`src/hw/soc_pkg.sv`:
```
// ----------------------------------------
// Shared types and constants of the subsystem
// Wishbone classic, 32-bit address and data
// Address ranges are half-open [base, base + length)
// ----------------------------------------

package soc_pkg;

  localparam int unsigned AddrWidth = 32;
  localparam int unsigned DataWidth = 32;
  localparam int unsigned SelWidth  = DataWidth / 8;

  // Master to target, 71 bits
  typedef struct packed {
    logic                 cyc;
    logic                 stb;
    logic                 we;
    logic [AddrWidth-1:0] adr;
    logic [SelWidth-1:0]  sel;
    logic [DataWidth-1:0] dat;
  } wb_req_t;

  // Target to master, 34 bits
  typedef struct packed {
    logic                 ack;
    logic                 err;
    logic [DataWidth-1:0] dat;
  } wb_rsp_t;

  typedef enum logic [1:0] {
    TargetRom,
    TargetSpm,
    TargetClint,
    TargetNone
  } target_e;

  // ----------------------------------------
  // Address map
  // ----------------------------------------
  localparam logic [AddrWidth-1:0] RomBase     = 32'h0000_0000;
  localparam logic [AddrWidth-1:0] RomLength   = 32'h0000_1000;
  localparam logic [AddrWidth-1:0] ClintBase   = 32'h0200_0000;
  localparam logic [AddrWidth-1:0] ClintLength = 32'h0001_0000;
  localparam logic [AddrWidth-1:0] SpmBase     = 32'h1000_0000;
  localparam logic [AddrWidth-1:0] SpmLength   = 32'h0000_4000;

  // CLINT register offsets
  localparam logic [AddrWidth-1:0] ClintMsipOff       = 32'h0000_0000;
  localparam logic [AddrWidth-1:0] ClintMtimecmpLoOff = 32'h0000_4000;
  localparam logic [AddrWidth-1:0] ClintMtimecmpHiOff = 32'h0000_4004;
  localparam logic [AddrWidth-1:0] ClintMtimeLoOff    = 32'h0000_BFF8;
  localparam logic [AddrWidth-1:0] ClintMtimeHiOff    = 32'h0000_BFFC;

  // Boot image, jumps to the address stored in word 6
  localparam int unsigned BootImageWords = 8;
  localparam logic [0:BootImageWords-1][DataWidth-1:0] BootImage = '{
    32'h0000_0297,
    32'h0202_8593,
    32'hF140_2573,
    32'h0182_A283,
    32'h0002_8067,
    32'h0000_0013,
    32'h1000_0000,
    32'h0000_0000
  };

  // Byte-lane merge under a select mask
  function automatic logic [DataWidth-1:0] merge_bytes(input logic [DataWidth-1:0] old_w,
                                                       input logic [DataWidth-1:0] new_w,
                                                       input logic [SelWidth-1:0]  sel);
    logic [DataWidth-1:0] res;
    res = old_w;
    for (int b = 0; b < SelWidth; b++) begin
      if (sel[b]) begin
        res[8*b +: 8] = new_w[8*b +: 8];
      end
    end
    return res;
  endfunction

endpackage

```
`src/hw/wb_addr_decoder.sv`:
```
// ----------------------------------------
// Wishbone address decoder, one master
// Forwards the target-local offset
// Unmapped addresses get a one-cycle err
// ----------------------------------------
`timescale 1ns/1ps

module wb_addr_decoder
  import soc_pkg::*;
(
  input  logic    clk_i,
  input  logic    ndmreset_n,
  input  wb_req_t wb_req_i,
  output wb_rsp_t wb_rsp_o,
  output wb_req_t rom_req_o,
  output wb_req_t spm_req_o,
  output wb_req_t clint_req_o,
  input  wb_rsp_t rom_rsp_i,
  input  wb_rsp_t spm_rsp_i,
  input  wb_rsp_t clint_rsp_i
);

  target_e              tgt_sel;
  logic [AddrWidth-1:0] rom_off;
  logic [AddrWidth-1:0] spm_off;
  logic [AddrWidth-1:0] clint_off;
  logic                 err_q;

  function automatic wb_req_t route(input wb_req_t req,
                                    input logic [AddrWidth-1:0] off,
                                    input logic hit);
    wb_req_t r;
    r     = req;
    r.adr = off;
    r.cyc = req.cyc & hit;
    r.stb = req.stb & hit;
    return r;
  endfunction

  // Offsets wrap below base, so one compare covers both bounds
  assign rom_off   = wb_req_i.adr - RomBase;
  assign spm_off   = wb_req_i.adr - SpmBase;
  assign clint_off = wb_req_i.adr - ClintBase;

  always_comb begin
    if (rom_off < RomLength) begin
      tgt_sel = TargetRom;
    end else if (spm_off < SpmLength) begin
      tgt_sel = TargetSpm;
    end else if (clint_off < ClintLength) begin
      tgt_sel = TargetClint;
    end else begin
      tgt_sel = TargetNone;
    end
  end

  assign rom_req_o   = route(wb_req_i, rom_off, tgt_sel == TargetRom);
  assign spm_req_o   = route(wb_req_i, spm_off, tgt_sel == TargetSpm);
  assign clint_req_o = route(wb_req_i, clint_off, tgt_sel == TargetClint);

  // Error target for holes in the map
  always_ff @(posedge clk_i or negedge ndmreset_n) begin
    if (!ndmreset_n) begin
      err_q <= 1'b0;
    end else begin
      err_q <= wb_req_i.cyc & wb_req_i.stb & (tgt_sel == TargetNone) & ~err_q;
    end
  end

  always_comb begin
    wb_rsp_o = '0;
    case (tgt_sel)
      TargetRom:   wb_rsp_o = rom_rsp_i;
      TargetSpm:   wb_rsp_o = spm_rsp_i;
      TargetClint: wb_rsp_o = clint_rsp_i;
      default:     wb_rsp_o.err = err_q;
    endcase
  end

endmodule

```
`config.mk`:
```
export PLATFORM = sky130hd
export DESIGN_NAME = wb_addr_decoder
export DESIGN_NICKNAME = d
export VERILOG_FILES = /design/src/hw/soc_pkg.sv /design/src/hw/wb_addr_decoder.sv
export SDC_FILE = /design/constraint.sdc
export NUM_CORES = 1
export LEC_CHECK = 0
export BUFFER_PORTS_ARGS = -buffer_cell sky130_fd_sc_hd__buf_2
export CAP_MARGIN = 30
export CORE_AREA = 10 10 158 160
export CTS_CLUSTER_DIAMETER = 60
export DETAILED_ROUTE_END_ITERATION = 8
export DIE_AREA = 0 0 168 170
export GPL_ROUTABILITY_DRIVEN = 0
export SLEW_MARGIN = 25
export SYNTH_ARGS = -nofsm -noshare
export SYNTH_HDL_FRONTEND = slang
export SYNTH_SLANG_ARGS = --single-unit
```
`constraint.sdc`:
```
create_clock -name clk_i -period 3.4 [get_ports clk_i]
set_clock_uncertainty 0.2 [all_clocks]
set_input_delay 0.68 -clock clk_i [delete_from_list [all_inputs] [get_ports clk_i]]
set_output_delay 0.68 -clock clk_i [all_outputs]
set_load 0.1 [all_outputs]
```
# [Yosys cells after proc, flatten, opt, wreduce, memory -nomap -nowiden]
# Cells that the tools add are included.
[op_classes] n_reduce_logical=1 bitwise=10 magnitude_cmp=3 addsub=2 div_mod_pow=0 shifts=0 n_eq_ne=3 mux=6 n_mul=0
[op_table] cell="32-bit one-hot mux with 3 select lines" count=1
[op_table] cell="32-bit by 13-bit < comparator with 1-bit output (second input constant)" count=1
[op_table] cell="32-bit by 15-bit < comparator with 1-bit output (second input constant)" count=1
[op_table] cell="32-bit by 17-bit < comparator with 1-bit output (second input constant)" count=1
[op_table] cell="32-bit by 26-bit subtractor with 32-bit output (second input constant)" count=1
[op_table] cell="32-bit by 29-bit subtractor with 32-bit output (second input constant)" count=1
[op_table] cell="1-bit bitwise AND" count=9
[op_table] cell="1-bit one-hot mux with 3 select lines" count=2
[op_table] cell="2-bit equality test (second input constant)" count=2
[op_table] cell="2-bit two-way mux" count=2
[op_table] cell="2-bit by 1-bit equality test with 1-bit output (second input constant)" count=1
[op_table] cell="2-bit zero test" count=1
[op_table] cell="1-bit two-way mux" count=1
[op_table] cell="1-bit inverter" count=1
[totals] mem_bits_rw=0 in_bits=175 romBits=0 register_bits=1 memories=0 latch_bits=0

# [Logic depth before layout (Yosys ltp)]
[depth] depth_word=8 mapped_depth=10 depth_no_buf=8

# [Least setup slack after synthesis]
# No wires, ideal clock.
[synth_path] path_kind="input port to output port" startpoint="input port wb_req_i[61] (netlist bit)" endpoint="output port wb_rsp_o[32] (netlist bit)" t_required_ns=2.520 cell_stages=8 slack_ns=-3.417 t_arrival_ns=5.937 cell_sequence="inv_1 ha_1 xor2_1 nor4_1 and3_1 buf_6 mux2i_1 o31ai_1"
[synth_lines] item="from (decl)" line_no="wb_addr_decoder.sv:13" rtl="input wb_req_t wb_req_i,"
[synth_lines] item="to (decl)" line_no="wb_addr_decoder.sv:14" rtl="output wb_rsp_t wb_rsp_o,"

==> flow_metrics.env <==
export IMPL_status="finished with violations"
export IMPL_violations="setup timing"
export IMPL_setup_viol_count_final=26
export IMPL_grt_overflow=0
export IMPL_ir_drop_v=0.000140
export IMPL_drc=0
export IMPL_p_clk_frac=0
export IMPL_drtPass1Iterations=4
export IMPL_ctsHoldBuffers=0
export IMPL_cp_start_kind="input pin"
export IMPL_grt_pass1_wl_mm=19.2
export IMPL_worst_pin_slew_ns=0.508
export IMPL_crit_chain="buf_6 > nor4_4 > nand3_2 > nor4_2 > and3_4 > buf_12 > buf_6 > nand2_2 > o211ai_1 > clkbuf_16"
export IMPL_regMostFlops="err_q"
export IMPL_comb_power_share=0.982
export IMPL_cp_common_cell="buf_6"
export IMPL_vias=2748
export IMPL_regToRegSetupSlack_ns=2.00
export IMPL_ys_seq_elements=1
export IMPL_fillers=2430
export IMPL_synthDominantCellAreaShare=0.558
export IMPL_antenna_found_initial=1
export IMPL_die_x_um=168
export IMPL_final_cell_mix="buf_2 (179), nand2_1 (94), buf_4 (47), buf_12 (45), o211ai_1 (33)"
export IMPL_finalSetupTns_ns=-1.22
export IMPL_grt_usage=0.0866
export IMPL_reg_largest_list="err_q (1)"
export IMPL_area_delta_synth_final_pct=53.9
export IMPL_cp_max_fo=7
export IMPL_power_switching_mw=0.567
export IMPL_ios=422
export IMPL_r2r_end="err_q"
export IMPL_final_common_cell="buf_2"
export IMPL_intPower_mw=0.229
export IMPL_ys_types=32
export IMPL_r2r_start="err_q"
export IMPL_worstSetupPathType="in -> out"
export IMPL_final_nets=662
export IMPL_power_density_mw_per_mm2=196
export IMPL_leakagePower_nw=1.81
export IMPL_insertedDiodeCount=0
export IMPL_fin_crit_ns=3.50
export IMPL_layout_setup_ws_ns=-0.0998
export IMPL_grt_pass1_vias=3008
export IMPL_drtIter0Drc=52
export IMPL_rows=54
export IMPL_finalCritPeriodShare=1.03
export IMPL_crit_arrival_ns=2.62
export IMPL_cpMaxStageDelayCell="and3_4"
export IMPL_switching_share=0.712
export IMPL_drive_gt1_frac=0.673
export IMPL_yosys_warnings=0
export IMPL_crit_path_max_incr_delay_ns=0.30
export IMPL_synth_nets=587
export IMPL_largest_register_ff_count=1
export IMPL_port_buffers=225
export IMPL_whs_ns=0.257
export IMPL_cap_violations=0
export IMPL_total_power_mw=0.796
export IMPL_syn_area_per_cell_um2=6.48
export IMPL_syn_cell_area_mm2=0.00264
export IMPL_start_util=0.122
export IMPL_wl_mm=14.7
export IMPL_insertion_delay_ns=0
export IMPL_die_h_um=170
export IMPL_ant_nets=0
export IMPL_end_kind="output port"
export IMPL_drv_slew=0
export IMPL_grt_max_degree=23
export IMPL_post_drt_wl_per_cell_um=19.3
export IMPL_slew_limit_headroom=0.664
export IMPL_yosysSeqAreaShare=0.00948
export IMPL_synth_top_cell_by_area="buf_4"
export IMPL_syn_inst=407
export IMPL_vias_per_cell=3.62
export IMPL_hold_viol_final=0
export IMPL_dieArea_mm2=0.0286
export IMPL_seqPwrFrac=0.018
export IMPL_grt_setup_unrepaired="yes"
export IMPL_clk_pin_slew_ns=0
export IMPL_reg2reg_depth=2
export IMPL_hpwl_mm=12.4
export IMPL_timing_fmax_mhz=286
export IMPL_core_area_mm2=0.0217
export IMPL_crit_required_ns=2.52
export IMPL_synth_area_leaders="buf_4 (56%), nand2_1 (14%), o211ai_1 (9.4%)"
export IMPL_min_path_type="in -> async"
-- synthesized netlist by cell type --
library cell  number
nor2_1             4
nor3_2             2
clkbuf_1           1
dfrtp_1            1
o21ai_0            1
nand3b_1           1
nor4_1             3
nand4_1            1
o31ai_1            3
inv_1              9
o21ai_1            1
nand2_1          101
buf_4            196
buf_2             14
a22oi_1            1
and3b_1            3
o211ai_1          33
a21oi_1            1
or4b_4             1
and2_1             4
nor3b_2            1
nor3b_1            1
mux2i_1            1
nor3_1             3
xnor2_1            5
and3_1             2
buf_6              1
a211oi_2           1
ha_1               5
nor2b_1            1
nand3_1            2
xor2_1             3
-- worst max-delay path: cells and delay by family --
| kind | cells | cell delay, ns |
|---|---|---|
| AO/OA/AOI/OAI | 1 | 0.27 |
| buffers and inverters | 4 | 0.61 |
| AND/OR/NAND/NOR | 5 | 1.03 |
-- worst max path at each step --
stage                     slack (ns)           end    startpoint  depth (start not counted)
after floorplan                -1.42   wb_rsp_o[0]  wb_req_i[61]                          9
after global placement         -0.32  wb_rsp_o[12]  wb_req_i[60]                          9
after detailed placement       -0.33  wb_rsp_o[12]  wb_req_i[60]                          9
after CTS                      -0.12  wb_rsp_o[12]  wb_req_i[54]                          9
after global routing           -0.26  wb_rsp_o[12]  wb_req_i[61]                         11
final                           -0.1  wb_rsp_o[15]  wb_req_i[54]                         10
-- power groups by stage --
stage	Combinational (mW)	Clock [mW]	Sequential, mW
2_1_floorplan	1.36	0	0.0131
3_3_place_gp	0.765	0	0.0140
5_1_grt	0.813	0	0.0143
6_report	0.782	0	0.0141
4_1_cts	0.779	0	0.0140
3_5_place_dp	0.766	0	0.0140
-- per-stage QoR --
stage | worst slack [ns] | area, um2 | cells | utilization
2_1_floorplan | -1.42 | 2790 | 407 | -
3_3_place_gp | -0.318 | 3720 | 744 | 0.172
3_5_place_dp | -0.326 | 3720 | 744 | 0.172
4_1_cts | -0.122 | 3820 | 745 | 0.176
5_1_grt | -0.261 | 4060 | 760 | 0.187
6_report | -0.0998 | 4060 | 760 | 0.187
-- layout make-up --
cell class / instances / area (um2) / share of cell area
Inverter: 9 / 41.3 / 0.0102
Multi-Input combinational cell: 185 / 1250 / 0.307
Sequential cell: 1 / 25.0 / 0.00616
Tap cell: 280 / 350 / 0.0863
Timing Repair Buffer: 285 / 2400 / 0.590
-- cells by family (layout without fill, tap and decap cells) --
kind of cell	Yosys count	after routing	synth area share
compound gates	41	41	0.116
simple gates	130	130	0.218
xor+xnor	8	8	0.0266
fa+ha+maj	5	5	0.0237
flops	1	1	0.00948
buf+inv	221	294	0.603
mux	1	1	0.00379
-- timing repair --
action / CTS / global route
pin swaps: 9 / 18
cloned: 0 / 3
buffers inserted: 1 / 12
setup endpoints to repair: 37 / 35
gates resized for setup: 22 / 18
-- per-layer routing --
metal  track usage  routed length [um]  vias up
met3        0.0523                2050       45
met5             0                   0        -
met4        0.0227                 397        0
met1        0.0802                4940     1181
met2         0.158                7280      265
li1              -                   -     1257
Power figures use the tool's default switching activity.
