==> config.mk <==
export PLATFORM = sky130hd
export DESIGN_NAME = boot_rom
export DESIGN_NICKNAME = d
export VERILOG_FILES = /design/src/hw/soc_pkg.sv /design/src/hw/boot_rom.sv
export SDC_FILE = /design/constraint.sdc
export NUM_CORES = 1
export LEC_CHECK = 0
export ABC_AREA = 1
export BUFFER_PORTS_ARGS = -buffer_cell sky130_fd_sc_hd__buf_2
export CAP_MARGIN = 15
export CORE_MARGIN = 1
export CORE_UTILIZATION = 30
export CTS_BUF_LIST = sky130_fd_sc_hd__clkbuf_2 sky130_fd_sc_hd__clkbuf_4 sky130_fd_sc_hd__clkbuf_8
export CTS_CLUSTER_DIAMETER = 100
export DETAILED_ROUTE_END_ITERATION = 10
export PLACE_DENSITY = 0.78
export SYNTH_ARGS = -nofsm -noshare
export SYNTH_HDL_FRONTEND = slang
export SYNTH_SLANG_ARGS = --single-unit
==> constraint.sdc <==
create_clock -name clk_i -period 1.43 [get_ports clk_i]
set_input_delay 0.286 -clock clk_i [delete_from_list [all_inputs] [get_ports clk_i]]
set_output_delay 0.286 -clock clk_i [all_outputs]
set_load 0.01 [all_outputs]
==> src/hw/soc_pkg.sv <==
// ----------------------------------------
// Shared types and constants of the subsystem
// Wishbone classic, 32-bit address and data
// Address ranges are half-open [base, base + length)
// ----------------------------------------

package soc_pkg;

  localparam int unsigned AddrWidth = 32;
  localparam int unsigned DataWidth = 32;
  localparam int unsigned SelWidth  = DataWidth / 8;

  // Master to target, 71 bits
  typedef struct packed {
    logic                 cyc;
    logic                 stb;
    logic                 we;
    logic [AddrWidth-1:0] adr;
    logic [SelWidth-1:0]  sel;
    logic [DataWidth-1:0] dat;
  } wb_req_t;

  // Target to master, 34 bits
  typedef struct packed {
    logic                 ack;
    logic                 err;
    logic [DataWidth-1:0] dat;
  } wb_rsp_t;

  typedef enum logic [1:0] {
    TargetRom,
    TargetSpm,
    TargetClint,
    TargetNone
  } target_e;

  // ----------------------------------------
  // Address map
  // ----------------------------------------
  localparam logic [AddrWidth-1:0] RomBase     = 32'h0000_0000;
  localparam logic [AddrWidth-1:0] RomLength   = 32'h0000_1000;
  localparam logic [AddrWidth-1:0] ClintBase   = 32'h0200_0000;
  localparam logic [AddrWidth-1:0] ClintLength = 32'h0001_0000;
  localparam logic [AddrWidth-1:0] SpmBase     = 32'h1000_0000;
  localparam logic [AddrWidth-1:0] SpmLength   = 32'h0000_4000;

  // CLINT register offsets
  localparam logic [AddrWidth-1:0] ClintMsipOff       = 32'h0000_0000;
  localparam logic [AddrWidth-1:0] ClintMtimecmpLoOff = 32'h0000_4000;
  localparam logic [AddrWidth-1:0] ClintMtimecmpHiOff = 32'h0000_4004;
  localparam logic [AddrWidth-1:0] ClintMtimeLoOff    = 32'h0000_BFF8;
  localparam logic [AddrWidth-1:0] ClintMtimeHiOff    = 32'h0000_BFFC;

  // Boot image, jumps to the address stored in word 6
  localparam int unsigned BootImageWords = 8;
  localparam logic [0:BootImageWords-1][DataWidth-1:0] BootImage = '{
    32'h0000_0297,
    32'h0202_8593,
    32'hF140_2573,
    32'h0182_A283,
    32'h0002_8067,
    32'h0000_0013,
    32'h1000_0000,
    32'h0000_0000
  };

  // Byte-lane merge under a select mask
  function automatic logic [DataWidth-1:0] merge_bytes(input logic [DataWidth-1:0] old_w,
                                                       input logic [DataWidth-1:0] new_w,
                                                       input logic [SelWidth-1:0]  sel);
    logic [DataWidth-1:0] res;
    res = old_w;
    for (int b = 0; b < SelWidth; b++) begin
      if (sel[b]) begin
        res[8*b +: 8] = new_w[8*b +: 8];
      end
    end
    return res;
  endfunction

endpackage

==> src/hw/boot_rom.sv <==
// ----------------------------------------
// Boot ROM, registered read and ack
// Words past the image read zero
// Writes are acked and dropped
// ----------------------------------------
`timescale 1ns/1ps

module boot_rom
  import soc_pkg::*;
(
  input  logic    clk_i,
  input  logic    ndmreset_n,
  input  wb_req_t wb_req_i,
  output wb_rsp_t wb_rsp_o
);

  localparam int unsigned IdxWidth = $clog2(BootImageWords);

  logic                 access;
  logic [AddrWidth-3:0] word_idx;
  logic                 ack_q;
  logic [DataWidth-1:0] rdata_q;

  assign access   = wb_req_i.cyc & wb_req_i.stb & ~ack_q;
  assign word_idx = wb_req_i.adr[AddrWidth-1:2];

  always_ff @(posedge clk_i or negedge ndmreset_n) begin
    if (!ndmreset_n) begin
      ack_q <= 1'b0;
    end else begin
      ack_q <= access;
    end
  end

  always_ff @(posedge clk_i) begin
    if (access) begin
      if (word_idx < BootImageWords) begin
        rdata_q <= BootImage[word_idx[IdxWidth-1:0]];
      end else begin
        rdata_q <= '0;
      end
    end
  end

  assign wb_rsp_o.ack = ack_q;
  assign wb_rsp_o.err = 1'b0;
  assign wb_rsp_o.dat = rdata_q;

endmodule

# ---- Yosys cells after proc, flatten, opt, wreduce, memory -nomap -nowiden
# Memory sizes are Yosys's and may differ from the RTL's. A register that Yosys moved wholly into a read port is not among the register bits.
# Cells that the tools add are included.
dict set report classes {
  n_reduce_logical 1
  n_bitwise 4
  n_lt_le_gt_ge 1
}
# operator n
set op_table {}
lappend op_table {{30-bit by 4-bit < comparator with 1-bit output, second input constant} 1}
lappend op_table {{3-bit NOT with 4-bit output} 1}
lappend op_table {{1-bit bitwise AND} 2}
lappend op_table {{1-bit zero test} 1}
lappend op_table {{1-bit NOT} 1}
dict set report totals {
  register_bits 1
  romBits 256
  word_cells 8
  memories 1
  output_inout_bits 34
  inputBits 73
}
# memory words width read_ports rd_clocked_by_memory_dff wr line
set mem_list {}
lappend mem_list {{(name not given)} 8 32 1 1 0 boot_rom.sv:38} ;# rdata_q <= BootImage[word_idx[IdxWidth-1:0]];

# ---- Depth between registers and ports, before layout
# Gate-level depths: netlist of run 1.
dict set report logic_depth {
  word_depth 2
  mapped_depth 7
  mapped_depth_nobuf 7
}

# ---- Worst setup path before layout of run 1
# Ideal clock, no wire load.
dict set report synth_path {
  kind {flip-flop to flip-flop}
  start {reg ack_q}
  end {reg rdata_q[10], enable pin}
  arrival_ns 0.975
  path_stages_with_launch 2
  slack_ns 0.071
  required_time_ns 1.046
  synth_period_minus_slack_ns 1.359
  path_buffers 0
  setup_ns 0.384
  cell_sequence {dfrtp_1 > nor2_1}
}
dict set report synth_via {
  elab_chain_cells 2
}
# item line
set synth_rtl {}
lappend synth_rtl {{start, declared} boot_rom.sv:21} ;# logic ack_q;
lappend synth_rtl {{start signal, assigned} boot_rom.sv:31} ;# ack_q <= access;
lappend synth_rtl {{1-bit NOT} boot_rom.sv:24} ;# assign access = wb_req_i.cyc & wb_req_i.stb & ~ack_q;
lappend synth_rtl {{1-bit bitwise AND} boot_rom.sv:24}
lappend synth_rtl {{via access} boot_rom.sv:19} ;# logic access;
lappend synth_rtl {{end, declared} boot_rom.sv:22} ;# logic [DataWidth-1:0] rdata_q;
# The timed path passes the listed nets, and every way through them passes these cells.

==> impl_results.md, run 1 <==
- Min-delay worst type: input port to asynchronous set/reset pin
- Final setup violation count: 0
- TritonCTS Buffers: 3
- FF+latch count, synth: 14
- Clock Path Buffers: 2
- Area contributors post-synth: edfxtp_1, buf_4, nor2_1
- Psw: 0.0001818 W
- Final period utilization: 78.30%
- Area Growth Syn to Fin: 27.38%
- DRC: 0
- Number of flops mapped to enable cells by yosys: 13
- Ys flop type: edfxtp_1
- Placed Area: 1087 µm²
- Skew-Pair Late Insertion Delay: 270 ps
- Cell Area, Synth: 882.1 µm²
- Seq/Total Area, Yosys: 47.09%
- Sink Count: 14
- Router iterations before antenna repair: 4
- Fin. max-slew vios: 0
- Ys async rst share: 7.143%
- Critical Path AT: 830 ps
- Switch share: 22.94%
- Clk pwr share: 26.7%
- Max Cap Viol: 0
- Worst Setup End Kind: output pin
- Achievable frequency: 893.1 MHz
- Die X: 56.23 µm
- RSZ-0062 raised after global routing: no
- Total grt overflow: 0
- Cell variety after synth: 17
- Chip Height: 56.23 µm
- CTS clk-pin slew, worst paths: 70 ps
- Critical path required time: 1140 ps
- Synth Area per Inst: 9.588 µm²
- Gate power share: 15.6%
- Placer Congestion: 0.7400
- Global-route wire length before repair: 2263 µm
- Routed wire length: 1410 µm
- Clock Skews: 1.705 ps
- Synth area leader: edfxtp_1
- Warnings, synthesis: 0
- DR WL/cell: 8.103 µm
- Final hold vios: 0
- Core area: 2781 µm²
- Kind of critical path: flip-flop to output pin
- VDD IR-drop max: 0.0005258 V
- Crit-path max cell delay: 410 ps
- Largest net degree at the start of global routing: 15
- Top cells by count, synth: buf_4, nor2_1, edfxtp_1
- Area share of the largest cell type after synthesis: 44.26%
- Ratio of cells with drive above 1 in the final layout: 49.65%
- Critical Path Slowest Stage Cell: edfxtp_1
- Vias: 697
- Initial core utilization: 31.71%
- CP max FO: 4
- # resized after CTS: 0
- Final min period: 1120 ps
- # IOs: 107
- Fillers: 266
- Final Cell Area: 1124 µm²
- Mapped Cells: 92
- Critical path, cell by cell: buf_2
- Root Buffer: clkbuf_4
- Inserted Diodes: 0
- Crit path max-delay family: flip-flops
- Port bufs: 55
- DR iter-0 viols: 7
- Setup TNS: 0 ps
- Initial antenna violation count: 0
- DR vias/cell: 4.006
- Cell with the most instances after synthesis: buf_4
- Routed Antenna Nets: 0
- Final net count: 220
- Vias in the first global route: 573
- Dpl hpwl: 1237 µm
- H-tree levels: 1
- Lkg Pwr: 0.6344 nW
- Die area: 3161 µm²
- TritonCTS clock tree: done
- CP startpoint kind: flip-flop
- Total track usage: 9.482%
- Run status: complete, no violations
- Site Rows: 19
- Pint: 0.0006107 W
- Seq pwr share: 57.7%
- Worst path bufs/invs: 1
- Cell Pwr Density: 705.3 nW/µm²
==> metal layers <==
| layer | track usage, % | part of all wire (%) | vias to the layer above |
|---|---|---|---|
| met1 | 9.197 | 39 | 273 |
| met3 | 1.860 | 12 | 4 |
| met5 | 0 | 0 | - |
| li1 | - | - | 357 |
| met2 | 17.86 | 47 | 63 |
| met4 | 6.272 | 2.1 | 0 |
==> layout by cell type (no fill, tap or decap), types with 2 or more instances in the layout <==
| master | n |
|---|---|
| buf_2 | 55 |
| clkbuf_4 | 3 |
| conb_1 | 12 |
| edfxtp_1 | 13 |
| ha_1 | 3 |
| inv_1 | 7 |
| nand2_1 | 11 |
| nand2_2 | 2 |
| nand3_1 | 3 |
| nand3_2 | 2 |
| nor2_1 | 19 |
| nor2_2 | 4 |
==> registers in the layout (all words and copies together), names as in the netlist <==
signal,flops
rdata_q,13
ack_q,1
==> repair_timing <==
action	4_1_cts	5_1_grt
endpoints found under the hold margin	1	0
setup buffers	0	0
endpoints found under the setup margin	0	0
hold buffers	1	0
==> cell families (layout without fill, tap and decap cells) <==
family | Yosys count | count (layout) | share of synthesized area, %
AOI/OAI and AO/OA | 1 | 1 | 0.5668
buffers and inverters | 29 | 69 | 21.28
DFF | 14 | 14 | 47.09
adders and majority gates | 3 | 3 | 4.256
other | 1 | 12 | 0.4251
and+or+nand+nor | 44 | 44 | 26.38
==> worst paths after layout <==
check,start,cells after the start,end,slack [ps]
setup reg to reg,ack_q,2,rdata_q[23],430
max in group asynchronous,ndmreset_n,2,ack_q,1030
hold / removal,ndmreset_n,2,ack_q,320
hold reg to reg,ack_q,2,ack_q,630
setup / recovery,rdata_q[30],1,wb_rsp_o[22],310
min in group clk_i,wb_req_i[40],2,rdata_q[25],330
==> through the flow <==
step / std cells / hold WS, ps / utilization, % / setup slack [ps] / power (W)
after global routing: 174 / 309.9 / 40.40 / 267.4 / 0.0008400
final: 174 / 321.6 / 40.40 / 310.4 / 0.0007924
after detailed placement: 169 / 61.36 / 39.09 / 136.0 / 0.0005897
after CTS: 174 / 308.7 / 40.40 / 293.2 / 0.0008054
after floorplan: 103 / -9.591 / - / 71.27 / 0.0005535
after global placement: 169 / 61.85 / 39.09 / 160.9 / 0.0005872
==> area by class of cell <==
cell class / count / area [µm²] / share of cell area (%)
Clock inverter: 1 / 3.754 / 0.3341
Tap cell: 31 / 38.79 / 3.452
Timing Repair Buffer: 57 / 292.8 / 26.06
Inverter: 8 / 30.03 / 2.673
Multi-Input combinational cell: 60 / 320.3 / 28.51
Clock buffer: 3 / 22.52 / 2.004
Sequential cell: 14 / 415.4 / 36.97
==> power groups by stage <==
stage               clock [W]  sequential (W)  combinational, W
floorplan                   0        0.000472         0.0000817
global placement            0        0.000466          0.000121
detailed placement          0        0.000467          0.000123
CTS                  0.000223        0.000458          0.000125
global route         0.000244        0.000459          0.000137
finish               0.000211        0.000457          0.000124
(Power assumes the default switching activity.)
==> inputs of run 2 (changes only) <==
--- a/config.mk
+++ b/config.mk
@@ -9,11 +9,11 @@
 export BUFFER_PORTS_ARGS = -buffer_cell sky130_fd_sc_hd__buf_2
 export CAP_MARGIN = 15
 export CORE_MARGIN = 1
-export CORE_UTILIZATION = 30
+export CORE_UTILIZATION = 33
 export CTS_BUF_LIST = sky130_fd_sc_hd__clkbuf_2 sky130_fd_sc_hd__clkbuf_4 sky130_fd_sc_hd__clkbuf_8
 export CTS_CLUSTER_DIAMETER = 100
 export DETAILED_ROUTE_END_ITERATION = 10
-export PLACE_DENSITY = 0.78
+export PLACE_DENSITY = 0.81
 export SYNTH_ARGS = -nofsm -noshare
 export SYNTH_HDL_FRONTEND = slang
 export SYNTH_SLANG_ARGS = --single-unit
==> constraint.sdc (replaced) <==
create_clock -name clk_i -period 1.2 [get_ports clk_i]
set_input_delay 0.24 -clock clk_i [delete_from_list [all_inputs] [get_ports clk_i]]
set_output_delay 0.24 -clock clk_i [all_outputs]
set_load 0.01 [all_outputs]
==> impl_results.md, run 2 (same netlist as run 1, synthesis figures left out) <==
- Total grt overflow: 0 (unchanged)
- Fin. max-slew vios: 0 (unchanged)
- Max reg flops: 13 (unchanged)
- Chip Height: 53.70 µm (-4.5%)
- DRC: 0 (unchanged)
- Initial core utilization: 35.29% (+3.6 points)
- Core area: 2500 µm² (-10%)
- # resized after CTS: 0 (unchanged)
- Router iterations before antenna repair: 4 (unchanged)
- Top reg by flops: rdata_q
- Inserted Diodes: 0 (unchanged)
- Clock Skews: 6.565 ps (+4.860 ps)
- VDD IR-drop max: 0.0006010 V (+14%)
- Most common cell after layout, fill and taps aside: buf_2
- Run status: complete, no violations
- Achievable frequency: 904.7 MHz
- Skew-Pair Late Insertion Delay: 280 ps (about the same)
- Fillers: 265 (-0.38%)
- Routed wire length: 1512 µm (+7.2%)
- Hold buffers post-CTS: 1 (unchanged)
- Site Rows: 18 (-1)
- Critical path, cell by cell: buf_2
- CTS clk-pin slew, worst paths: 80 ps (about the same)
- Worst Setup End Kind: output pin
- Area Growth Syn to Fin: 30.21%
- CP startpoint kind: flip-flop
- Crit-path max cell delay: 420 ps (about the same)
- Dpl hpwl: 1310 µm (+5.9%)
- Critical Path Slowest Stage Cell: edfxtp_1
- Clock Path Buffers: 2 (unchanged)
- Port bufs: 55 (unchanged)
- RSZ-0062 raised after global routing: no
- Vias: 712 (+2.2%)
- Final period utilization: 92.11%
- Routed Antenna Nets: 0 (unchanged)
- Placer Congestion: 0.7218 (-2.5%)
- Top flop regs: rdata_q: 13 flops, ack_q: 1 flops
- Worst R2R Path Depth: 2 (unchanged)
- Max Cap Viol: 0 (unchanged)
- # Post-CTS Setup Buffers: 0 (unchanged)
- Worst path depth: 1 (unchanged)
- Worst path bufs/invs: 1 (unchanged)
- Tot Pwr: 0.0009983 W (+26%)
- Global-route wire length before repair: 2242 µm (-0.93%)
- Critical path required time: 960 ps (-180 ps)
- Register Area: 415.4 µm² (unchanged)
- Multi-input gate area: 322.8 µm² (+0.78%)
- Final setup violation count: 0 (unchanged)
- Sink Count: 14 (unchanged)
- DR iter-0 viols: 5 (-2)
- DR vias/cell: 4.092 (+2.2%)
- Most frequent cells in the layout: buf_2, nor2_1, edfxtp_1
- Cell Pwr Density: 869.1 nW/µm² (+23%)
- TritonCTS Buffers: 3 (unchanged)
- # IOs: 107 (unchanged)
- Hold_ws: 252.9 ps (-68.68 ps)
- Ratio of cells with drive above 1 in the final layout: 51.39% (+1.7 points)
- Min-delay worst type: input port to asynchronous set/reset pin
- H-tree levels: 1 (unchanged)
- Initial antenna violation count: 0 (unchanged)
- Largest net degree at the start of global routing: 15 (unchanged)
- Kind of critical path: flip-flop to output pin
- DR WL/cell: 8.690 µm (+7.2%)
- Root Buffer: clkbuf_4
- Final net count: 221 (+0.45%)
- Vias in the first global route: 604 (+5.4%)
- TritonCTS clock tree: done
- CP max FO: 4 (unchanged)
- Total track usage: 11.33% (+1.9 points)
- Die area: 2884 µm² (-8.8%)
- Critical Path AT: 870 ps (+40 ps)
- Lkg Pwr: 0.6455 nW (+1.7%)
- Final min period: 1105 ps
- Final hold vios: 0 (unchanged)
- Crit path max-delay family: flip-flops
- Die X: 53.70 µm (-4.5%)
-- run 2: cell types whose count changed in the layout (fill, tap and decap cells not counted) --
cell      previous run  this run
nor2_2               4         5
buf_12               0         1
nor2_1              19        18
clkbuf_4             3         4
clkinv_1             1         0
-- run 2: worst paths after layout --
kind | start | end | slack, ps
max | rdata_q[30] | wb_rsp_o[29] | 90
min | ndmreset_n | ack_q | 250
max reg2reg | ack_q | rdata_q[7] | 190
min reg2reg | ack_q | ack_q | 610
max in group asynchronous | ndmreset_n | ack_q | 860
min in group clk_i | wb_req_i[40] | rdata_q[25] | 280
-- run 2: per-layer routing --
| metal | vias up | track usage, % | part of all wire, % | routed length (µm) |
|---|---|---|---|---|
| li1 | 361 | - | - | - |
| met4 | 0 | 8.333 | 2.4 | 37 |
| met3 | 5 | 2.542 | 13 | 195 |
| met2 | 60 | 22.84 | 52 | 779 |
| met1 | 286 | 9.170 | 33 | 499 |
| met5 | - | 0 | 0 | 0 |
-- run 2: stage by stage --
stage	cells	setup slack, ps	util, %	cell area, µm²	TNS [ps]
finish	174	94.69	45.95	1149	0
global route	174	54.10	45.95	1149	0
CTS	174	80.37	45.95	1149	0
detailed placement	169	-50.42	44.34	1109	-303.9
global placement	169	-22.16	44.34	1109	-59.67
floorplan	103	49.65	-	925.9	0
-- run 2: area by class of cell --
type / count / share of cell area, %
tap: 30 / 3.268
multi-input combinational: 60 / 28.10
clock buffer: 4 / 2.614
inverter: 8 / 2.614
timing repair buffer: 58 / 27.23
sequential: 14 / 36.17
-- run 2: power breakdown --
| part | internal [W] | switching (W) |
|---|---|---|
| clock | 0.000152 | 0.000143 |
| sequential | 0.000542 | 0.00000393 |
| combinational | 0.0000729 | 0.0000850 |
| total | 0.000766 | 0.000232 |
