**src/hw/debug_req_gate.sv**
```systemverilog
// ----------------------------------------
// Holds off debug requests after reset
// so that boot code runs first
// ----------------------------------------
`timescale 1ns/1ps

module debug_req_gate #(
  parameter int unsigned DbgDelayCycles = 500
) (
  input  logic clk_i,
  input  logic ndmreset_n,
  input  logic debug_req_i,
  output logic debug_req_o
);

  localparam int unsigned CntWidth = (DbgDelayCycles > 0) ? $clog2(DbgDelayCycles + 1) : 1;

  logic [CntWidth-1:0] cnt_q;

  // Counts down once, then stays at zero
  always_ff @(posedge clk_i or negedge ndmreset_n) begin
    if (!ndmreset_n) begin
      cnt_q <= CntWidth'(DbgDelayCycles);
    end else if (cnt_q != '0) begin
      cnt_q <= cnt_q - 1'b1;
    end
  end

  assign debug_req_o = (cnt_q == '0) ? debug_req_i : 1'b0;

endmodule

```
**config.mk**
```make
export PLATFORM = sky130hd
export DESIGN_NAME = debug_req_gate
export DESIGN_NICKNAME = d
export VERILOG_FILES = /design/src/hw/debug_req_gate.sv
export SDC_FILE = /design/constraint.sdc
export NUM_CORES = 1
export LEC_CHECK = 0
export ABC_AREA = 0
export BUFFER_PORTS_ARGS = -buffer_cell sky130_fd_sc_hd__buf_4
export CAP_MARGIN = 15
export CORE_AREA = 2 2 39 41
export DETAILED_ROUTE_END_ITERATION = 10
export DIE_AREA = 0 0 41 43
export PLACE_DENSITY_LB_ADDON = 0.2
export RECOVER_POWER = 25
export SLEW_MARGIN = 20
export SYNTH_ARGS = -nofsm -noshare
export SYNTH_HDL_FRONTEND = slang
export SYNTH_SLANG_ARGS = --single-unit
```
**constraint.sdc**
```tcl
create_clock -name clk_i -period 1.85 [get_ports clk_i]
set_input_delay 0.37 -clock clk_i [delete_from_list [all_inputs] [get_ports clk_i]]
set_output_delay 0.37 -clock clk_i [all_outputs]
set_load 0.02 [all_outputs]
```
=== After elaboration in Yosys (flattened, before gate mapping) ===
Cells that the tools add are included.

* Bits of input ports: 3
* Logic and storage cells: 5
* Register bits after elaboration: 9
* Output and inout port bits: 1

* Add/sub/neg operators: 1
* Mux-type cells: 1
* Reduce and logical (&&, ||, !) cells: 2

{| class="wikitable"
|+ Operators with widths
! operator !! number
|-
| $logic_not A9 Y1 || 1
|-
| $reduce_bool A9 Y1 || 1
|-
| $sub A9 B1 Y9 const B || 1
|-
| $mux W1 || 1
|}

=== Longest topological paths before layout ===
Gate-level depths: netlist (run 1).

* Word-level depth: 2
* Gate-level depth with buffers: 5
* Depth with buffers taken out: 5

=== Worst setup path before layout (run 1) ===
OpenSTA, ideal clock, no wires.

* Kind: register -> output
* Start: register cnt_q[3]
* End: output debug_req_o
* Required time: 1480 ps
* Buffers on the path: 0
* Path slack: -48 ps
* Stages on the path, launching flop included: 4
* Arrival: 1528 ps
* Cells stage by stage: dfrtp_1 or4_4 nor4_4 and2_2

* Longest elaborated chain between the ends: 2

{| class="wikitable"
|+ Ends and longest elaborated chain
! element !! line !! RTL
|-
| start: declaration || 18 || <nowiki>logic [CntWidth-1:0] cnt_q;</nowiki>
|-
| start signal: assignment || 23 || <nowiki>cnt_q <= CntWidth'(DbgDelayCycles);</nowiki>
|-
| start signal: assignment || 25 || <nowiki>cnt_q <= cnt_q - 1'b1;</nowiki>
|-
| $logic_not A9 Y1 || 29 || <nowiki>assign debug_req_o = (cnt_q == '0) ? debug_req_i : 1'b0;</nowiki>
|-
| $mux W1 || 29 ||
|-
| end: declaration || 13 || <nowiki>output logic debug_req_o</nowiki>
|}

No other way between the ends.

=== Worst setup path in the final report (run 1) ===
* Start: register cnt_q[4]
* End: output debug_req_o

The elaborated chain is that of the path after synthesis.

==> results of run 1 <==
[path summary, 6_finish.rpt]
path                       slack [ns]  cells past startpoint        from          end
max                             -0.15                      4    cnt_q[4]  debug_req_o
min                              0.50                      1    cnt_q[0]     cnt_q[0]
max reg2reg                      0.19                      6    cnt_q[4]     cnt_q[1]
min reg2reg                      0.50                      1    cnt_q[0]     cnt_q[0]
max in group asynchronous        0.92                      2  ndmreset_n     cnt_q[7]
min in group asynchronous        0.58                      2  ndmreset_n     cnt_q[0]
[through the flow]
| step | util (%) | area, sq um | worst slack, ns | hold WS (ns) |
|---|---|---|---|---|
| 3_5_place_dp | 37.4 | 518 | 0.0252 | 0.199 |
| 5_1_grt | 41.5 | 574 | -0.221 | 0.519 |
| 6_report | 41.5 | 574 | -0.150 | 0.498 |
| 2_1_floorplan | - | 445 | -0.0308 | 0.0744 |
| 4_1_cts | 44.5 | 616 | -0.160 | 0.465 |
| 3_3_place_gp | 37.4 | 518 | 0.0348 | 0.195 |
[cell families after synthesis]
| kind of cell | share of synthesized area (%) |
|---|---|
| AOI/OAI and AO/OA | 14.1 |
| xor gates and xnor gates | 1.97 |
| adders and majority gates | 2.82 |
| buffers and inverters | 1.69 |
| DFF | 52.4 |
| muxes | 4.79 |
| and+or+nand+nor | 22.3 |
[power by group through the flow]
stage | clock network [mW] | logic, mW | registers, mW
2_1_floorplan | 0 | 0.00322 | 0.201
3_3_place_gp | 0 | 0.0115 | 0.201
3_5_place_dp | 0 | 0.0118 | 0.201
4_1_cts | 0.154 | 0.0146 | 0.197
5_1_grt | 0.164 | 0.0146 | 0.197
6_report | 0.143 | 0.0133 | 0.198
[metal layers]
layer,track usage (%),share of wire (%)
met5,0,0
met1,16.5,43
met3,4.71,2.3
met4,4.00,0
met2,21.6,54
[placed cells by master, fill, tap and decap left out, types with 3 or more instances in the layout]
master | Yosys | routed
dfrtp_1 | 3 | 3
o21ai_0 | 6 | 6
buf_4 | 0 | 6
dfstp_2 | 6 | 6
clkbuf_4 | 0 | 3
[layout make-up]
cell class | instances | area share (%)
inverters | 2 | 1.31
clock inverters | 1 | 0.871
multi-input cells | 28 | 35.7
well taps | 16 | 3.49
repair buffers | 10 | 14.2
clock buffers | 3 | 3.92
flip-flops and latches | 9 | 40.5
[timing repair]
action,CTS,global route
pin swaps,3,0
hold buffers,1,0
endpoints found under the setup margin,1,5
hold endpoints to repair,3,0
setup buffers,5,1
gates resized for setup,6,0
[worst register-to-register path, delay by kind of cell, from the launching register on]
kind	cells	cell delay, ns
simple gates	2	0.71
flops	1	0.37
buf+inv	3	0.34
mux	1	0.16
==> summary.md, run 1 <==
| Metric | Value |
|---|---|
| Final hold vios | 0 |
| # setup viols final | 1 |
| Sequential cell area | 233 sq um |
| Cell variety after synth | 20 |
| Max_cap viols | 0 |
| CTS tree | done |
| Synthesized area | 444 sq um |
| Non-filler cells, final | 69 |
| Router iterations before antenna repair | 1 |
| Crit path cell chain | or4_4 -> nor4_4 -> and2_4 -> buf_6 |
| Mean Syn Cell Area | 11.4 sq um |
| Clk Latency, worst-skew pair | 0.25 ns |
| CTS buffer count | 3 |
| Drt wl/cell | 11.4 um |
| Synth Instances | 39 |
| Internal Dissipation | 284 uW |
| Seq cells post-synth | 9 |
| Post-DRT Antenna Nets | 0 |
| Vias in the first global route | 383 |
| Clock share of power | 40.5% |
| WP data required | 1.48 ns |
| Status | complete, but fails checks |
| Crit-path max FO | 3 |
| Failing checks | negative setup slack |
| Post-placement cell count | 62 |
| GRT Total Usage | 13.5% |
| PwrDens | 617 nW/um^2 |
| Reg power frac | 55.8% |
| Seq/Total Area, Yosys | 52.4% |
| Fin Setup TNS | -0.150 ns |
| Slew of the pin with the lowest slew margin | 0.472 ns |
| Drt via density | 4.78 |
| Final Power | 354 uW |
| Area leader, netlist | dfstp_2 |
| Switching share of power | 19.9% |
| Share of layout cells above drive strength 1 | 47.2% |
| Hold Crit Class | reg2reg |
| Worst path slowest cell | or4_4 |
| Worst path bufs/invs | 1 |
| CP endpoint kind | output port |
| Clk Tree Root Cell | clkbuf_4 |
| Synth cell count leaders | dfstp_2 (6), o21ai_0 (6), dfrtp_1 (3) |
| CTS sink cnt | 9 |
| Top Registers | cnt_q: 9 flops |
| Placer Congestion | 0.789 |
| Detailed placement HPWL | 605 um |
| Max FFs per register | 9 |
| Core area | 1380 sq um |
| Residual DRC | 0 |
| Area of the multi-input gates | 205 sq um |
| Startpoint types | flop |
| Grt ovf | 0 |
| Initial antenna violation count | 0 |
| Skew final | 0.00573 ns |
| Yosys top cell area share | 35.5% |
| I/O pin cnt | 4 |
| Starting Density | 32.1% |
| Die Ht | 43 um |
| Worst setup margin | -0.150 ns |
| Post-synth EDFFs | 0 |
| Register with the most flip-flops | cnt_q |
| FFs w/ async S/R, synth | 100% |
| Nets | 58 |
| Most used DFF post-synth | dfstp_2 |
| Rows | 14 |
| Clock tree buffer depth | 2 |
| Delay-heaviest family, CP | simple AND/OR/NAND/NOR gates |
| Unrepaired setup endpoints after global routing | true |
| Combinational share of power | 3.8% |
| P_sw | 70.6 uW |
| Port bufs | 3 |
| Initial DRC count | 0 |
| Most area-consuming cells after synthesis | dfstp_2 (35%), dfrtp_1 (17%), o21ai_0 (6.8%) |
| Die area | 1760 sq um |
| Yosys warnings | 0 |
| Static Leak | 0.271 nW |
| Worst VDD drop | 0.292 mV |
| Die X | 41 um |
| Relative slew slack | 68.5% |
| Worst setup path class | reg2out |
| Slowest Stage Delay on Critical Path | 0.55 ns |
| Layout fillers | 140 |
| Pin count of the biggest net entering global routing | 10 |
| N_diodes | 0 |
| Fmax | 500 MHz |
| Final WL | 785 um |
| Final Cycle Share | 108% |
| Syn_nets | 43 |
| H-tree depth | 1 |
| Final min period | 2.00 ns |
| Vias | 330 |
| First-pass GRT wire length | 1.59 mm |
| Max-slew violations | 0 |
| CTS clk-pin slew, worst paths | 0.06 ns |
| Area growth from synthesis to layout | 29.3% |
| Worst EP arrival | 1.63 ns |
(Power assumes the default switching activity.)
==> inputs of run 2 (changes only) <==
- BUFFER_PORTS_ARGS: -buffer_cell sky130_fd_sc_hd__buf_4 -> default
- DONT_BUFFER_PORTS: default -> 1
- REMOVE_ABC_BUFFERS: default -> 1
==> run 2 against run 1 <==
The run still ends with negative setup slack left. Critical path depth down 1. Largest cell class unchanged. Register-to-register slack gained 0.07 ns. Highest routed layer unchanged. Critical endpoint unchanged. Sequential cell count unchanged. Sequential share of layout area increased by 3.0 points. Wire length rose by 10%. Sequential power hardly changed. Non-clock buffer count is 5 lower. Clock skew hardly changed.
==> summary.md, run 2 (synthesis results as in run 1) <==
| Metric | Value |
|---|---|
| H-tree depth | 1 (unchanged) |
| Crit path cell chain | or4_4 -> nor4_4 -> and2_4 (was or4_4 -> nor4_4 -> and2_4 -> buf_6) |
| Post-DRT Antenna Nets | 0 (unchanged) |
| Reg2reg path depth | 5 (was 6) |
| Initial DRC count | 27 (was 0) |
| Worst path slowest cell | or4_4 (unchanged) |
| CTS buffer count | 3 (unchanged) |
| Rows | 14 (unchanged) |
| Static Leak | 0.244 nW (was 0.271 nW) |
| I/O pin cnt | 4 (unchanged) |
| Slowest Stage Delay on Critical Path | 0.53 ns (was 0.55 ns) |
| Residual DRC | 0 (unchanged) |
| Worst VDD drop | 0.316 mV (was 0.292 mV) |
| CP endpoint kind | output port (unchanged) |
| Worst Setup EP | debug_req_o (unchanged) |
| Failing checks | negative setup slack (unchanged) |
| Clk Latency, worst-skew pair | 0.26 ns (was 0.25 ns) |
| Die area | 1760 sq um (unchanged) |
| Placer Congestion | 0.703 (was 0.789) |
| N_diodes | 0 (unchanged) |
| Register with the most flip-flops | cnt_q (unchanged) |
| Port bufs | 0 (was 3) |
| Die Ht | 43 um (unchanged) |
| Pin count of the biggest net entering global routing | 10 (unchanged) |
| PwrDens | 667 nW/um^2 (was 617 nW/um^2) |
| Final hold vios | 0 (unchanged) |
| Max FFs per register | 9 (unchanged) |
| Clk Tree Root Cell | clkbuf_4 (unchanged) |
| Hold slack final | 0.482 ns (was 0.498 ns) |
| Nets | 53 (was 58) |
| Final min period | 1.92 ns (was 2.00 ns) |
| GRT Total Usage | 13.0% (was 13.5%) |
| Final WL | 864 um (was 785 um) |
| Status | complete, but fails checks (unchanged) |
| Crit Reg-Reg Startpoint | cnt_q[5] (was cnt_q[4]) |
| Fmax | 521 MHz (was 500 MHz) |
| Starting Density | 32.1% (unchanged) |
| Grt ovf | 0 (unchanged) |
| Worst EP arrival | 1.55 ns (was 1.63 ns) |
| Unrepaired setup endpoints after global routing | true (unchanged) |
| Initial antenna violation count | 0 (unchanged) |
| Critical Path Source | cnt_q[5] (was cnt_q[4]) |
| Vias | 329 (was 330) |
| Detailed placement HPWL | 612 um (was 605 um) |
| Router iterations before antenna repair | 4 (was 1) |
| Startpoint types | flop (unchanged) |
| Relative slew slack | 72.3% (was 68.5%) |
| CTS clk-pin slew, worst paths | 0.06 ns (about the same) |
| Worst setup path class | reg2out (unchanged) |
| Top Registers | cnt_q: 9 flops (unchanged) |
| Final Power | 356 uW (was 354 uW) |
| WP data required | 1.48 ns (about the same) |
| Crit-path max FO | 4 (was 3) |
| CTS tree | done (unchanged) |
| Vias in the first global route | 338 (was 383) |
| Worst reg2reg setup slack | 0.26 ns (was 0.19 ns) |
| Clock tree buffer depth | 2 (unchanged) |
| Final Cycle Share | 104% (was 108%) |
| R2r endpoint | cnt_q[1] (unchanged) |
| Share of layout cells above drive strength 1 | 43.8% (was 47.2%) |
| Most frequent cells in the layout | o21ai_0 (6), dfstp_2 (6), buf_4 (4) (was o21ai_0 (6), dfstp_2 (6), buf_4 (6)) |
| Area growth from synthesis to layout | 20.3% (was 29.3%) |
| First-pass GRT wire length | 1.47 mm (was 1.59 mm) |
| Worst setup margin | -0.0688 ns (was -0.150 ns) |
| # setup viols final | 1 (unchanged) |
| Drt via density | 5.14 (was 4.78) |
| Max_cap viols | 0 (unchanged) |
| Die X | 41 um (unchanged) |
| CTS sink cnt | 9 (unchanged) |
| Hold Crit Class | in2async (was reg2reg) |
| Core area | 1380 sq um (unchanged) |
| Skew final | 0.00590 ns (was 0.00573 ns) |
| Max-slew violations | 0 (unchanged) |
| Slew of the pin with the lowest slew margin | 0.414 ns (was 0.472 ns) |
| Drt wl/cell | 13.5 um (was 11.4 um) |
## run 2: cell types whose count changed in the layout (fill, tap and decap cells not counted), sizes merged
cell	change
buf	-4
clkinv	-1
## run 2: metal layers
layer	vias up	routed length, um	global-route usage, %
li1	157	-	-
met1	165	351	14.7
met2	7	458	20.6
met3	0	54	6.28
met4	0	0	4.00
met5	-	0	0
## run 2: final cells by class
type,instances,area [sq um]
Sequential cell,9,233
Multi-Input combinational cell,28,208
Inverter,2,7.51
Tap cell,16,20.0
Timing Repair Buffer,5,40.0
Fill cell,140,850
Clock buffer,4,26.3
## run 2: power breakdown
| group | leakage [nW] | total (mW) | switching (mW) | internal, mW |
|---|---|---|---|---|
| sequential | 0.104 | 0.198 | 0 | 0.198 |
| combinational | 0.125 | 0.00844 | 0.00552 | 0.00292 |
| clock | 0.0150 | 0.150 | 0.0672 | 0.0830 |
| total | 0.244 | 0.356 | 0.0727 | 0.283 |
## run 2: how the worst min path moves through the flow
stage | from | endpoint | slack, ns | depth (start not counted)
after global placement | ndmreset_n | cnt_q[3] | 0.07 | 0
after detailed placement | ndmreset_n | cnt_q[3] | 0.07 | 0
after global routing | ndmreset_n | cnt_q[3] | 0.50 | 1
after CTS | ndmreset_n | cnt_q[3] | 0.48 | 1
after floorplan | ndmreset_n | cnt_q[0] | 0.07 | 0
final | ndmreset_n | cnt_q[3] | 0.48 | 1
## run 2: timing repair
item                       CTS  global route
hold buffers                 1             0
gates resized for setup      2             0
hold endpoints to repair     9             0
setup endpoints to repair    1             1
pin swaps                    3             1
setup buffers                2             0
## run 2: worst max-delay path: cells and delay by family (launching register included)
kind             cells  cell delay [ns]
AND/OR/NAND/NOR      3             0.90
flip-flops           1             0.38
## run 2: stage by stage
| stage | TNS (ns) | cell area (sq um) | setup WS [ns] | utilization (%) | std cells |
|---|---|---|---|---|---|
| 2_1_floorplan | -0.0480 | 444 | -0.0480 | - | 39 |
| 3_3_place_gp | 0 | 479 | 0.0887 | 34.6 | 57 |
| 3_5_place_dp | 0 | 479 | 0.0742 | 34.6 | 57 |
| 4_1_cts | -0.0853 | 534 | -0.0853 | 38.6 | 64 |
| 5_1_grt | -0.134 | 534 | -0.134 | 38.6 | 64 |
| 6_report | -0.0688 | 534 | -0.0688 | 38.6 | 64 |
==> inputs of run 3 (changes only) <==
- clock period: 1.85 -> 1.7 ns (I/O delays scaled with it)
==> run 3 against run 2 <==
The flow still finishes with violations (negative setup slack). Wire length increased by 1.4%. Combinational power increased by 8.6%. Sequential share of layout area decreased by 0.90 points. Clock power increased by 10%. Hold slack got worse by 0.045 ns. Critical path type unchanged. Worst setup slack got worse by 0.13 ns. Sequential power increased by 9%. Total power increased by 9.2%. Non-clock buffer count increased by 1. Cell count increased by 1.6%.
==> summary.md, run 3 (synthesis results as in run 1) <==
| Metric | Value |
|---|---|
| CTS clk-pin slew, worst paths | 0.06 ns (about the same) |
| Unrepaired setup endpoints after global routing | true (unchanged) |
| Vias in the first global route | 377 (was 338) |
| Top Registers | cnt_q: 9 flops (unchanged) |
| Starting Density | 32.1% (unchanged) |
| Max_cap viols | 0 (unchanged) |
| Static Leak | 0.252 nW (was 0.244 nW) |
| H-tree depth | 1 (unchanged) |
| Status | complete, but fails checks (unchanged) |
| Reg2reg path depth | 5 (unchanged) |
| Failing checks | negative setup slack (unchanged) |
| Worst path slowest cell | or4_4 (unchanged) |
| Die Ht | 43 um (unchanged) |
| Port bufs | 0 (unchanged) |
| Clk Tree Root Cell | clkbuf_4 (unchanged) |
| Worst setup margin | -0.200 ns (was -0.0688 ns) |
| Final Cycle Share | 112% |
| Fmax | 526 MHz |
| I/O pin cnt | 4 (unchanged) |
| Non-filler cells, final | 65 (was 64) |
| Layout fillers | 138 (was 140) |
| GRT Total Usage | 13.5% (was 13.0%) |
| Share of layout cells above drive strength 1 | 44.9% (was 43.8%) |
| Router iterations before antenna repair | 4 (unchanged) |
| Sequential cell area | 233 sq um (unchanged) |
| CTS tree | done (unchanged) |
| CTS sink cnt | 9 (unchanged) |
| Drt via density | 5.14 (about the same) |
| DP Worst Slack | -0.0215 ns (was 0.0742 ns) |
| Final min period | 1.90 ns |
| Fin Setup TNS | -0.200 ns (was -0.0688 ns) |
| Residual DRC | 0 (unchanged) |
| Initial antenna violation count | 0 (unchanged) |
| Most frequent cells in the layout | dfstp_2 (6), o21ai_0 (4), buf_4 (4) (was o21ai_0 (6), dfstp_2 (6), buf_4 (4)) |
| Placement-stage cell area | 494 sq um (was 479 sq um) |
| Die area | 1760 sq um (unchanged) |
| Clock tree buffer depth | 2 (unchanged) |
| Crit Reg-Reg Startpoint | cnt_q[4] (was cnt_q[5]) |
| Nets | 54 (was 53) |
| Drt wl/cell | 13.5 um (about the same) |
| Grt ovf | 0 (unchanged) |
| Critical path depth | 3 (unchanged) |
| Final hold vios | 0 (unchanged) |
| Commonest non-fill, non-tap cell in the layout | dfstp_2 |
| Slew of the pin with the lowest slew margin | 0.405 ns (was 0.414 ns) |
| Vias | 334 (was 329) |
| N_diodes | 0 (unchanged) |
| Worst reg2reg setup slack | 0.12 ns (was 0.26 ns) |
| # setup viols final | 1 (unchanged) |
| Clk Latency, worst-skew pair | 0.26 ns (about the same) |
| Area growth from synthesis to layout | 22.8% (was 20.3%) |
| Delay-heaviest family, CP | simple AND/OR/NAND/NOR gates (unchanged) |
| Register with the most flip-flops | cnt_q (unchanged) |
| Relative slew slack | 72.9% (was 72.3%) |
| Post-placement cell count | 59 (was 57) |
| Max FFs per register | 9 (unchanged) |
| Post-DRT Antenna Nets | 0 (unchanged) |
| Detailed placement HPWL | 595 um (was 612 um) |
| Skew final | 0.00828 ns (was 0.00590 ns) |
| Max-slew violations | 0 (unchanged) |
| Worst VDD drop | 0.395 mV (was 0.316 mV) |
| Core area | 1380 sq um (unchanged) |
| First-pass GRT wire length | 1.52 mm (was 1.47 mm) |
| Startpoint types | flop (unchanged) |
| Hold Crit Class | in2async (unchanged) |
| CTS buffer count | 3 (unchanged) |
| Worst path bufs/invs | 0 (unchanged) |
| Slowest Stage Delay on Critical Path | 0.55 ns (was 0.53 ns) |
| Placer Congestion | 0.681 (was 0.703) |
| Crit-path max FO | 3 (was 4) |
| Worst setup path class | reg2out (unchanged) |
| Area of the multi-input gates | 208 sq um (unchanged) |
| Pin count of the biggest net entering global routing | 10 (unchanged) |
| Worst EP arrival | 1.56 ns (was 1.55 ns) |
| R2r endpoint | cnt_q[1] (unchanged) |
| Crit path cell chain | or4_4 -> nor4_4 -> and2_4 (unchanged) |
| WP data required | 1.36 ns (was 1.48 ns) |
| Rows | 14 (unchanged) |
| PwrDens | 713 nW/um^2 (was 667 nW/um^2) |
| Final WL | 876 um (was 864 um) |
| Post-route cell area | 546 sq um (was 534 sq um) |
| Initial DRC count | 8 (was 27) |
| CP endpoint kind | output port (unchanged) |
| Die X | 41 um (unchanged) |
## run 3: where the power goes
group / switching (mW) / leakage (nW) / total [mW] / internal, mW
registers: 0 / 0.104 / 0.215 / 0.215
clock network: 0.0744 / 0.0150 / 0.165 / 0.0904
logic: 0.00599 / 0.133 / 0.00917 / 0.00317
## run 3: layout make-up
| class | count | share of cell area [%] |
|---|---|---|
| tap | 16 | 3.67 |
| timing repair buffer | 6 | 9.40 |
| sequential | 9 | 42.7 |
| multi-input combinational | 28 | 38.1 |
| clock buffer | 4 | 4.82 |
| inverter | 2 | 1.38 |
## run 3: through the flow
stage | hold slack, ns | total power, mW | utilization, %
floorplan | 0.0444 | 0.221 | -
global placement | 0.0448 | 0.221 | 35.7
detailed placement | 0.0448 | 0.221 | 35.7
CTS | 0.437 | 0.399 | 41.9
global route | 0.454 | 0.414 | 39.4
finish | 0.437 | 0.389 | 39.4
## run 3: worst reg2reg max path: cells and delay by family (launching register included)
kind / cells / cell delay (ns)
and+or+nand+nor: 2 / 0.72
DFF: 1 / 0.37
buffers and inverters: 2 / 0.25
muxes: 1 / 0.16
## run 3: routing by layer
| metal | up-vias | wire length [um] | share of wire (%) | track usage (%) |
|---|---|---|---|---|
| met5 | - | 0 | 0 | 0 |
| met4 | 0 | 12 | 1.4 | 6.00 |
| met3 | 2 | 58 | 6.6 | 7.85 |
| met2 | 9 | 442 | 50 | 20.0 |
| met1 | 158 | 363 | 41 | 15.1 |
| li1 | 165 | - | - | - |
## run 3: repair_timing
| action | 4_1_cts | 5_1_grt |
|---|---|---|
| endpoints found under the hold margin | 9 | 0 |
| pin swaps | 4 | 1 |
| resized for setup | 8 | 0 |
| hold buffers | 1 | 0 |
| endpoints found under the setup margin | 1 | 5 |
| buffers inserted | 4 | 0 |
## run 3: worst max-delay path by stage
stage / from / end
after floorplan: cnt_q[3] / debug_req_o
after global placement: cnt_q[3] / debug_req_o
after detailed placement: cnt_q[3] / debug_req_o
after CTS: cnt_q[4] / debug_req_o
after global routing: cnt_q[4] / debug_req_o
final: cnt_q[4] / debug_req_o
